==> src/include/ctl_consts.svh <==
`ifndef CTL_CONSTS_SVH
`define CTL_CONSTS_SVH

// Control-store field widths
`define CTL_DISP_W   5
`define CTL_SPEC_W   6
`define CTL_COND_W   6
`define CTL_MAGIC_W  9
`define CTL_DS_W     7
`define CTL_RDBK_W   5

// Dispatch field codes, octal as in the microcode listings
`define DISP_DRAM_A_RD  5'o02
`define DISP_RETURN     5'o03
`define DISP_NICOND     5'o06
`define DISP_MUL        5'o30
`define DISP_DIV        5'o31
`define DISP_NORM       5'o35
`define DISP_EA_MOD     5'o36

// Special function codes
`define SPEC_INH_CRY18     6'o11
`define SPEC_MQ_SHIFT      6'o12
`define SPEC_SCM_ALT       6'o13
`define SPEC_CLR_FPD       6'o14
`define SPEC_LOAD_PC       6'o15
`define SPEC_XCRY_AR0      6'o16
`define SPEC_GEN_CRY18     6'o17
`define SPEC_STACK_UPDATE  6'o20
`define SPEC_SBR_CALL      6'o21
`define SPEC_ARL_IND       6'o22
`define SPEC_MTR_CTL       6'o23
`define SPEC_FLAG_CTL      6'o24
`define SPEC_SAVE_FLAGS    6'o25
`define SPEC_SP_MEM_CYCLE  6'o26
`define SPEC_AD_LONG       6'o27

// Condition subfield, cond bits 3 to 5
`define COND_ARLL_LOAD  3'd1
`define COND_ARLR_LOAD  3'd2
`define COND_ARR_LOAD   3'd3
`define COND_AR_CLR     3'd4
`define COND_ARX_CLR    3'd5
`define COND_ARL_IND    3'd6
`define COND_REG_CTL    3'd7

// Diagnostic function groups
`define DIAG_LOAD_07X  3'b111
`define DIAG_LOAD_076  3'b110
`define DIAG_READ_10X  3'b000

`endif

==> src/ctlPkg.sv <==
`include "ctl_consts.svh"

package ctlPkg;

  typedef logic [0:`CTL_DISP_W-1]  dispField;
  typedef logic [0:`CTL_SPEC_W-1]  specField;
  typedef logic [0:`CTL_COND_W-1]  condField;
  typedef logic [0:`CTL_MAGIC_W-1] magicField;
  typedef logic [0:`CTL_DS_W-1]    diagSel;
  // Bus data lines 24 to 28
  typedef logic [24:24+`CTL_RDBK_W-1] readback;

  typedef struct packed {
    dispField   disp;
    specField   spec;
    condField   cond;
    magicField  magic;
    logic [0:2] arField;
    logic [0:2] arxField;
    logic       mqBit;
    logic       adCarry;
  } microWord;

  // Levels from the other boards
  typedef struct packed {
    logic condEn;
    logic piCycle;
    logic pcPlus1Inh;
    logic fmXfer;
    logic loadAr;
    logic loadArx;
    logic shortStack;
    logic memArlInd;
    logic ea18;
    logic ea23;
    logic arx18;
    logic ar0;
    logic respMbox;
    logic respSim;
    logic sbrCall;
    logic masterReset;
    logic conoOrDatao;
    logic coniOrDatai;
    logic condDiagFunc;
    logic gateTtlToEcl;
    logic ebusReturn;
    logic arParOdd;
  } boardIn;

  typedef struct packed {
    logic dispDramARd;
    logic dispReturn;
    logic dispNicond;
    logic dispMul;
    logic dispDiv;
    logic dispNorm;
    logic dispEaMod;
    logic specInhCry18;
    logic specMqShift;
    logic specScmAlt;
    logic specClrFpd;
    logic specLoadPc;
    logic specXcryAr0;
    logic specGenCry18;
    logic specStackUpdate;
    logic specSbrCall;
    logic specArlInd;
    logic specMtrCtl;
    logic specFlagCtl;
    logic specSaveFlags;
    logic specSpMemCycle;
    logic specAdLong;
    logic condArllLoad;
    logic condArlrLoad;
    logic condArrLoad;
    logic condArClr;
    logic condArxClr;
    logic condArlInd;
    logic condRegCtl;
  } decodeFlags;

  typedef struct packed {
    logic [0:2] arlSel;
    logic [0:1] arrSel;
    logic [0:1] arxlSel;
    logic [0:1] arxrSel;
    logic [0:1] mqSel;
    logic [0:1] mqmSel;
    logic       mqmEn;
    logic       ar00to08Load;
    logic       ar09to17Load;
    logic       arrLoad;
    logic       arxLoad;
    logic       ar00to11Clr;
    logic       ar12to17Clr;
    logic       arrClr;
    logic       arxClr;
    logic       mqClr;
    logic       arlInd;
    logic       adLong;
    logic       adxCry36;
    logic       genCry18;
    logic       inhCry18;
    magicField  regCtl;
  } regControls;

  typedef struct packed {
    diagSel  ds;
    logic    diagStrobe;
    readback data;
  } ebusIn;

  typedef struct packed {
    logic    driving;
    readback data;
    logic    parityOut;
    logic    adToEbus;
    logic    tToEEn;
    logic    eToTEn;
  } ebusOut;

endpackage

==> src/ctlTop.sv <==
module ctlTop (
  input  logic               CTL,
  input  logic               reset,
  input  ctlPkg::microWord   word,
  input  ctlPkg::boardIn     board,
  input  ctlPkg::ebusIn      ebus,
  output ctlPkg::regControls regs,
  output ctlPkg::ebusOut     bus,
  output logic               loadPc,
  output logic               specMtrCtl,
  output logic               specCall
);

  ctlPkg::decodeFlags flags;
  ctlPkg::diagSel     diag;
  ctlPkg::ebusOut     busEnables;
  ctlPkg::ebusOut     readOut;
  logic               readFunc10x;
  logic               loadFunc076;
  logic               consoleControl;

  microDecode uDecode (
    .CTL        (CTL),
    .reset      (reset),
    .word       (word),
    .board      (board),
    .flags      (flags),
    .loadPc     (loadPc),
    .specMtrCtl (specMtrCtl)
  );

  regSelect uRegSel (
    .word     (word),
    .board    (board),
    .flags    (flags),
    .regs     (regs),
    .specCall (specCall)
  );

  diagDecode uDiagDec (
    .word           (word),
    .board          (board),
    .ebus           (ebus),
    .diag           (diag),
    .readFunc10x    (readFunc10x),
    .loadFunc076    (loadFunc076),
    .consoleControl (consoleControl),
    .busEnables     (busEnables)
  );

  diagRegs uDiagRegs (
    .CTL         (CTL),
    .reset       (reset),
    .ebus        (ebus),
    .flags       (flags),
    .regs        (regs),
    .diag        (diag),
    .readFunc10x (readFunc10x),
    .loadFunc076 (loadFunc076),
    .readOut     (readOut)
  );

  // Readback drives data, the decoder drives the transceiver enables
  always_comb begin
    bus.driving   = readOut.driving;
    bus.data      = readOut.data;
    bus.adToEbus  = busEnables.adToEbus;
    bus.parityOut = board.arParOdd | bus.adToEbus;
    bus.tToEEn    = busEnables.tToEEn;
    bus.eToTEn    = busEnables.eToTEn;
  end

endmodule

==> src/diagDecode.sv <==
`include "ctl_consts.svh"

module diagDecode (
  input  ctlPkg::microWord word,
  input  ctlPkg::boardIn   board,
  input  ctlPkg::ebusIn    ebus,
  output ctlPkg::diagSel   diag,
  output logic             readFunc10x,
  output logic             loadFunc076,
  output logic             consoleControl,
  output ctlPkg::ebusOut   busEnables
);

  logic readStrobe;
  logic loadFunc07x;

  always_comb begin
    // Console owns the function when either top select bit is set
    consoleControl = ebus.ds[0] | ebus.ds[1];
    diag           = consoleControl ? ebus.ds : word.magic[2:8];
    readStrobe     = consoleControl ? ebus.diagStrobe : board.condDiagFunc;

    readFunc10x = diag[0] & readStrobe & (diag[1:3] == `DIAG_READ_10X);

    // Load functions come only from the console side
    loadFunc07x = ebus.diagStrobe & ~ebus.ds[0] & (ebus.ds[1:3] == `DIAG_LOAD_07X);
    loadFunc076 = loadFunc07x & (ebus.ds[4:6] == `DIAG_LOAD_076);
  end

  always_comb begin
    busEnables = '0;

    busEnables.adToEbus = consoleControl &
                          (board.conoOrDatao | board.condDiagFunc | word.magic[2]);

    // Transceiver directions
    busEnables.tToEEn = consoleControl &
                        (board.gateTtlToEcl | board.coniOrDatai | ebus.ds[0]);
    busEnables.eToTEn = (board.ebusReturn | consoleControl) & busEnables.tToEEn;
  end

endmodule

==> src/diagRegs.sv <==
module diagRegs (
  input  logic               CTL,
  input  logic               reset,
  input  ctlPkg::ebusIn      ebus,
  input  ctlPkg::decodeFlags flags,
  input  ctlPkg::regControls regs,
  input  ctlPkg::diagSel     diag,
  input  logic               readFunc10x,
  input  logic               loadFunc076,
  output ctlPkg::ebusOut     readOut
);

  // 24 memReset, 25 chanClkStop, 26 ldEbusReg, 27 forceExtend, 28 selBit
  ctlPkg::readback diagCtl;

  always_ff @(posedge CTL) begin
    if (reset) begin
      diagCtl <= '0;
    end else if (loadFunc076) begin
      diagCtl <= ebus.data;
    end
  end

  always_comb begin
    readOut = '0;
    readOut.driving = readFunc10x;
    if (readFunc10x) begin
      unique case (diag[4:6])
        3'd0: readOut.data = {flags.specScmAlt, flags.specSaveFlags, regs.arlSel[1],
                              regs.arrLoad, regs.ar00to08Load};
        3'd1: readOut.data = {flags.specClrFpd, flags.specMtrCtl, regs.arlSel[0],
                              regs.arrLoad, regs.ar09to17Load};
        // regCtl bit 5 is the AR exponent condition
        3'd2: readOut.data = {flags.specGenCry18, regs.regCtl[5], regs.arrSel[1],
                              regs.mqmSel[1], regs.arxLoad};
        3'd3: readOut.data = {flags.specStackUpdate, flags.dispReturn, regs.arrSel[0],
                              regs.mqmSel[0], regs.arlSel[2]};
        3'd4: readOut.data = {flags.specFlagCtl, flags.specLoadPc, regs.arxlSel[1],
                              regs.mqSel[1], regs.ar00to11Clr};
        3'd5: readOut.data = {flags.specSpMemCycle, flags.specXcryAr0, regs.arxlSel[0],
                              regs.mqSel[0], regs.ar12to17Clr};
        3'd6: readOut.data = {regs.adLong, regs.adxCry36, regs.arxrSel[1],
                              regs.mqmEn, regs.arrClr};
        3'd7: readOut.data = {regs.inhCry18, diagCtl[24], regs.arxrSel[0],
                              diagCtl[26], flags.specSbrCall};
      endcase
    end
  end

  // Bus lines must stay quiet unless this board owns them
  quietBus: assert property (@(posedge CTL) disable iff (reset)
    !readOut.driving |-> (readOut.data == '0))
    else $error("Readback data active while not driving");

endmodule

==> src/microDecode.sv <==
`include "ctl_consts.svh"

module microDecode (
  input  logic               CTL,
  input  logic               reset,
  input  ctlPkg::microWord   word,
  input  ctlPkg::boardIn     board,
  output ctlPkg::decodeFlags flags,
  output logic               loadPc,
  output logic               specMtrCtl
);

  logic loadPcEn;

  always_comb begin
    flags.dispDramARd = word.disp == `DISP_DRAM_A_RD;
    flags.dispReturn  = word.disp == `DISP_RETURN;
    flags.dispNicond  = word.disp == `DISP_NICOND;
    flags.dispMul     = word.disp == `DISP_MUL;
    flags.dispDiv     = word.disp == `DISP_DIV;
    flags.dispNorm    = word.disp == `DISP_NORM;
    flags.dispEaMod   = word.disp == `DISP_EA_MOD;

    flags.specInhCry18    = word.spec == `SPEC_INH_CRY18;
    flags.specMqShift     = word.spec == `SPEC_MQ_SHIFT;
    flags.specScmAlt      = word.spec == `SPEC_SCM_ALT;
    flags.specClrFpd      = word.spec == `SPEC_CLR_FPD;
    flags.specLoadPc      = word.spec == `SPEC_LOAD_PC;
    flags.specXcryAr0     = word.spec == `SPEC_XCRY_AR0;
    flags.specGenCry18    = word.spec == `SPEC_GEN_CRY18;
    flags.specStackUpdate = word.spec == `SPEC_STACK_UPDATE;
    flags.specSbrCall     = word.spec == `SPEC_SBR_CALL;
    flags.specArlInd      = word.spec == `SPEC_ARL_IND;
    flags.specMtrCtl      = word.spec == `SPEC_MTR_CTL;
    flags.specFlagCtl     = word.spec == `SPEC_FLAG_CTL;
    flags.specSaveFlags   = word.spec == `SPEC_SAVE_FLAGS;
    flags.specSpMemCycle  = word.spec == `SPEC_SP_MEM_CYCLE;
    flags.specAdLong      = word.spec == `SPEC_AD_LONG;

    // Condition subfield only counts while the condition enable is up
    flags.condArllLoad = board.condEn && (word.cond[3:5] == `COND_ARLL_LOAD);
    flags.condArlrLoad = board.condEn && (word.cond[3:5] == `COND_ARLR_LOAD);
    flags.condArrLoad  = board.condEn && (word.cond[3:5] == `COND_ARR_LOAD);
    flags.condArClr    = board.condEn && (word.cond[3:5] == `COND_AR_CLR);
    flags.condArxClr   = board.condEn && (word.cond[3:5] == `COND_ARX_CLR);
    flags.condArlInd   = board.condEn && (word.cond[3:5] == `COND_ARL_IND);
    flags.condRegCtl   = board.condEn && (word.cond[3:5] == `COND_REG_CTL);
  end

  // Load PC during a PI cycle on a subroutine call
  assign loadPcEn = board.piCycle & board.sbrCall & (flags.specLoadPc | flags.dispNicond);

  always_ff @(posedge CTL) begin
    if (reset) begin
      loadPc     <= 1'b0;
      specMtrCtl <= 1'b0;
    end else begin
      loadPc     <= loadPcEn;
      // Meter control reclocked one stage
      specMtrCtl <= flags.specMtrCtl;
    end
  end

  dispOneHot: assert property (@(posedge CTL) disable iff (reset)
    $onehot0({flags.dispDramARd, flags.dispReturn, flags.dispNicond, flags.dispMul,
              flags.dispDiv, flags.dispNorm, flags.dispEaMod}))
    else $error("More than one dispatch strobe active");

endmodule

==> src/regSelect.sv <==
module regSelect (
  input  ctlPkg::microWord   word,
  input  ctlPkg::boardIn     board,
  input  ctlPkg::decodeFlags flags,
  output ctlPkg::regControls regs,
  output logic               specCall
);

  logic            arlInd;
  logic            indSel0;
  logic            indSel1;
  logic            arClr;
  logic            shortEa;
  logic            ea36;
  logic            fmArLoad;
  logic            fmArxLoad;
  logic            respAny;
  logic            leftLoad;
  logic            mqX;
  logic            mqY;
  ctlPkg::magicField regCtl;

  always_comb begin
    regCtl = word.magic & {$bits(regCtl){flags.condRegCtl}};
    arlInd = board.memArlInd | flags.specArlInd | flags.condArlInd;

    // Indirect AR left: magic bits stand in for the AR and clear fields
    regs.mqClr  = arlInd ? word.magic[2] : 1'b0;
    regs.arxClr = arlInd ? word.magic[3] : flags.condArxClr;
    arClr       = arlInd ? word.magic[4] : flags.condArClr;
    regs.arrClr = arlInd ? word.magic[5] : flags.condArClr;
    indSel1     = arlInd ? word.magic[7] : word.arField[1];
    indSel0     = arlInd ? word.magic[8] : word.arField[0];
    regs.arlSel[2] = arlInd ? word.magic[6] : word.arField[2];
    specCall    = board.sbrCall | (arlInd ? word.magic[0] : flags.specSbrCall);

    shortEa          = flags.dispEaMod & board.arx18;
    regs.ar12to17Clr = board.masterReset | board.ea18 | arClr | shortEa;
    regs.ar00to11Clr = regs.ar12to17Clr | board.ea23;

    // Full-word EA on a DRAM A read
    ea36      = flags.dispDramARd & regs.ar00to11Clr;
    fmArLoad  = board.fmXfer & board.loadAr;
    fmArxLoad = board.fmXfer & board.loadArx;
    respAny   = board.respMbox | board.respSim;

    regs.arlSel[1]  = indSel1 | ea36 | fmArLoad;
    regs.arlSel[0]  = indSel0 | (board.loadAr & respAny);
    regs.arrSel[1]  = word.arField[1] | flags.dispDramARd | fmArLoad;
    regs.arrSel[0]  = word.arField[2] | (board.loadAr & respAny);
    regs.arxlSel[1] = word.arxField[1] | fmArxLoad;
    regs.arxlSel[0] = word.arxField[2] | (board.loadArx & respAny);
    regs.arxrSel    = regs.arxlSel;

    leftLoad          = regs.ar00to11Clr | (|regs.arlSel);
    regs.ar09to17Load = flags.condArlrLoad | regCtl[1] | leftLoad;
    regs.ar00to08Load = flags.condArllLoad | regCtl[0] | leftLoad |
                        (word.magic[0] & arlInd);
    regs.arrLoad      = regCtl[2] | (|regs.arrSel) | regs.arrClr | flags.condArrLoad;
    regs.arxLoad      = word.arxField[0] | (|regs.arxrSel) | regs.arxClr |
                        board.masterReset;

    // MQ select, master reset forces the MQM path
    regs.mqmEn     = word.mqBit | board.masterReset;
    mqX            = board.masterReset | regCtl[7] | regs.mqClr;
    mqY            = regs.mqClr | regCtl[8] | flags.specMqShift | flags.dispMul |
                     flags.dispDiv;
    regs.mqmSel[1] = regs.mqmEn & mqX;
    regs.mqSel[1]  = ~regs.mqmEn & mqX;
    regs.mqmSel[0] = regs.mqmEn & mqY;
    regs.mqSel[0]  = ~regs.mqmEn & mqY;

    regs.adLong   = flags.dispMul | flags.dispDiv | flags.dispNorm | flags.specAdLong |
                    flags.specMqShift;
    regs.adxCry36 = (word.adCarry ^ (board.ar0 & flags.specXcryAr0)) &
                    ~(board.pcPlus1Inh & flags.specSaveFlags);
    regs.genCry18 = flags.specGenCry18 | (flags.specStackUpdate & board.shortStack);
    regs.inhCry18 = flags.specInhCry18;

    regs.arlInd = arlInd;
    regs.regCtl = regCtl;
  end

  // MQ input comes from one path at a time
  always_comb begin
    mqExclusive: assert final (!((|regs.mqmSel) && (|regs.mqSel)))
      else $error("MQM and MQ selects both active");
  end

endmodule
==> config.mk <==
export PLATFORM = sky130hd
export DESIGN_NAME = ctlTop
export DESIGN_NICKNAME = d
export VERILOG_FILES = /design/src/ctlPkg.sv /design/src/ctlTop.sv /design/src/diagDecode.sv /design/src/diagRegs.sv /design/src/microDecode.sv /design/src/regSelect.sv
export VERILOG_INCLUDE_DIRS = /design/src /design/src/include
export SDC_FILE = /design/constraint.sdc
export NUM_CORES = 1
export LEC_CHECK = 0
export BUFFER_PORTS_ARGS = -buffer_cell sky130_fd_sc_hd__buf_2
export CAP_MARGIN = 20
export CORE_ASPECT_RATIO = 1.4
export CORE_UTILIZATION = 39
export DETAILED_ROUTE_END_ITERATION = 7
export GPL_ROUTABILITY_DRIVEN = 1
export HOLD_SLACK_MARGIN = 0.08
export PLACE_DENSITY = 0.92
export SLEW_MARGIN = 10
export SYNTH_ARGS = -nofsm -noshare
export SYNTH_HDL_FRONTEND = slang
export SYNTH_SLANG_ARGS = --single-unit
==> constraint.sdc <==
create_clock -name CTL -period 3 [get_ports CTL]
set_clock_uncertainty 0.1 [all_clocks]
set_input_delay 0.3 -clock CTL [delete_from_list [all_inputs] [get_ports CTL]]
set_output_delay 0.3 -clock CTL [all_outputs]
set_load 0.01 [all_outputs]
==> out/qor.yml <==
die:
  num_io_pins: 121
  die-area_sq_mm: 0.00392
  die_h_microns: 73.7
  core_area_sq_mm: 0.00344
  start_util_pct: 41.6
  rows: 25
  dieWidth_microns: 53.2
finish:
  syn_to_final_growth_pct: 44.0
  fillers: 353
  multi_input_area_sq_mm: 0.00125
  final_cells: 368
  diodes: 0
  layout-drive-gt1-share_pct: 40.5
  fin_util_pct: 59.9
  seqCellArea_sq_um: 80.1
  final_nets: 401
power_and_ir_drop:
  power.share.combinational_pct: 61.6
  total_power_uw: 424
  clkPwrFrac_pct: 25.7
  switching_power_uw: 174
  p_leak_uw: 0.000963
  power.internal_uw: 250
  vdd_ir_drop_max_uv: 198
  power.density_mw_per_mm2: 206
  pwr-share-seq_pct: 12.7
  switching_share_pct: 41.0
critical_path:
  worstSetupStartpointType: "input pin"
  worstPathBufferInverterCount: 2
  slowest_delay_ns: 0.51
  crit_slowest_cell: "a2111o_1"
  crit_chain: "buf_2 -> and4b_1 -> a211o_1 -> a2111o_1 -> a221o_1 -> nor4_1 -> a211oi_1 -> buf_2"
  setup.worst_path.class: "input pin to primary output"
  cp-end-kind: "primary output"
  critPathMaxFanout: 11
  timing.critical_path.max_delay_family: "compound AO/OA/AOI/OAI gates"
  arrival_ns: 2.46
  required_ns: 2.60
  crit_top_cell: "buf_2"
grt:
  antenna_found_initial: 0
  grt_first_pass_wirelength_microns: 8380
  grt_util_all_layers_pct: 28.3
  first_global_vias: 1855
  grt-ovfl-total: 0
  grt_max_degree: 15
placed_design:
  gp_congestion: 0.899
  dp_cells: 365
  hpwl_microns: 4620
  io_buffers: 113
timing:
  slew_headroom_pct: 55.8
  max_freq_mhz: 350
  layout_min_cycle_time_ns: 2.86
  worst_pin_slew_ns: 0.647
  hold_violations: 0
  finalCritPeriodShare_pct: 95.4
  drv_slew: 0
  setup_viol: 0
  fin_tns_setup_ns: 0
  rsz0062_at_grt: "no"
logic_synthesis:
  ys_seq_area_share_pct: 5.60
  ys_types: 58
  yosys_warnings: 0
  async_flop_share_pct: 0
  synthesis.nets: 291
  postSynthAreaPerCell_sq_um: 6.50
  synth_area_sq_mm: 0.00143
  netlist_instances: 220
  synthFlopType: "dfxtp_1"
  synth-edff-count: 0
  synth-seq-cells: 4
drt:
  drtIter0Drc: 118
  vias: 2225
  final_antenna_net_count: 0
  drt-total-wl_microns: 5620
  remaining_drc_errors: 0
  wire_per_inst_microns: 15.3
  firstDrtPassIters: 5
  vias_per_cell: 6.05
clock_tree:
  clock_latency_ns: 0.21
  cts_root_buf: "clkbuf_8"
  cts-htree-levels: 1
  cts_tree: "done"
  numCtsBuffers: 3
  cts.repair.resized: 0
  cts.path.max_buffers: 2
  clk_pin_slew_worst_paths_ns: 0.03
  clock_sinks: 4
  cts-hold-fix-buffers: 0
  cts_setup_buffers: 0
run:
  max-cap-violations: 0
run_status:
  outcome: "finished, final reports clean"
hold_path:
  hold_class: "input pin to flop"
-- layer usage --
metal	part of all wire (%)	routed length (microns)	GRT usage, %
met5	0	0	0
met1	38	2120	34.2
met4	3.6	200	11.7
met2	49	2760	50.4
met3	9.7	546	1.45
-- power by group through the flow --
stage | sequential, uW | combinational, uW | clock (uW)
4_1_cts | 53.9 | 257 | 113
6_report | 53.9 | 261 | 109
2_1_floorplan | 54.6 | 142 | 0
5_1_grt | 53.9 | 284 | 116
3_3_place_gp | 54.6 | 251 | 0
3_5_place_dp | 54.6 | 256 | 0
-- through the flow --
stage	setup slack, ns	hold WS (ns)	cell area (sq um)
2_1_floorplan	0.487	0.272	1430
3_3_place_gp	0.235	0.368	2020
3_5_place_dp	0.153	0.388	2020
4_1_cts	0.153	0.196	2060
5_1_grt	0.0723	0.202	2060
6_report	0.139	0.199	2060
-- worst paths after layout --
| path | depth (start not counted) | start | slack [ns] | to |
|---|---|---|---|---|
| max | 8 | word[17] | 0.14 | bus[4] |
| min reg2reg | 2 | uDiagRegs.diagCtl[4] | 0.39 | uDiagRegs.diagCtl[4] |
| max reg2reg | 2 | uDiagRegs.diagCtl[2] | 2.30 | uDiagRegs.diagCtl[2] |
| min | 2 | reset | 0.20 | uDiagRegs.diagCtl[4] |
-- worst register-to-register path, stage by stage (launching register included) --
cell and delay, ns:
dfxtp_1 0.31, mux2i_1 0.12, nor2_1 0.05
-- final cells by class --
class / count / share of cell area, %
repair buffers: 119 / 29.6
well taps: 40 / 2.43
multi-input cells: 194 / 60.6
flip-flops and latches: 4 / 3.89
inverters: 8 / 1.46
clock buffers: 3 / 2.00
-- cell usage after synthesis, drive strengths merged, types with 4 or more instances --
| library cell | n | area share (%) |
|---|---|---|
| nor2 | 25 | 6.6 |
| o21ai | 16 | 5.6 |
| and2 | 15 | 6.6 |
| nor3 | 15 | 5.2 |
| nand2 | 12 | 3.1 |
| a21oi | 11 | 3.8 |
| inv | 8 | 2.1 |
| nand2b | 8 | 3.5 |
| buf | 7 | 3.3 |
| clkbuf | 7 | 1.8 |
| nand3 | 6 | 2.1 |
| nor4 | 5 | 2.2 |
| or3 | 5 | 2.2 |
| a211oi | 4 | 2.1 |
| dfxtp | 4 | 5.6 |
| mux2i | 4 | 2.8 |
| nand4 | 4 | 1.7 |
| nor2b | 4 | 1.7 |
| nor4b | 4 | 3.5 |
-- sequential cells by signal, indices dropped and copies added (netlist names) --
signal / cells
uDecode.loadPc: 1
uDiagRegs.diagCtl: 2
uDecode.specMtrCtl: 1
-- logic make-up (layout without fill, tap and decap cells) --
logic type             count (synthesis)  in the layout  synth area share [%]
AND/OR/NAND/NOR                      123            123                  50.0
AO/OA/AOI/OAI                         62             62                  30.8
buffers and inverters                 22            130                  7.26
multiplexers                           7              7                  5.16
flip-flops                             4              4                  5.60
XOR/XNOR                               2              2                  1.23
-- cell usage in the layout (no fill, tap or decap), drive strengths merged, types with 4 or more instances in the layout --
cell type and instances:
a211oi 4, nor3 15, inv 8, nor2b 4, nand2b 8, nor4 5
nand3 6, nor2 25, dfxtp 4, o21ai 16, a21oi 11, nand4 4
nor4b 4, nand2 12, mux2i 4, or3 5, buf 119, and2 15
(Power assumes the default switching activity.)
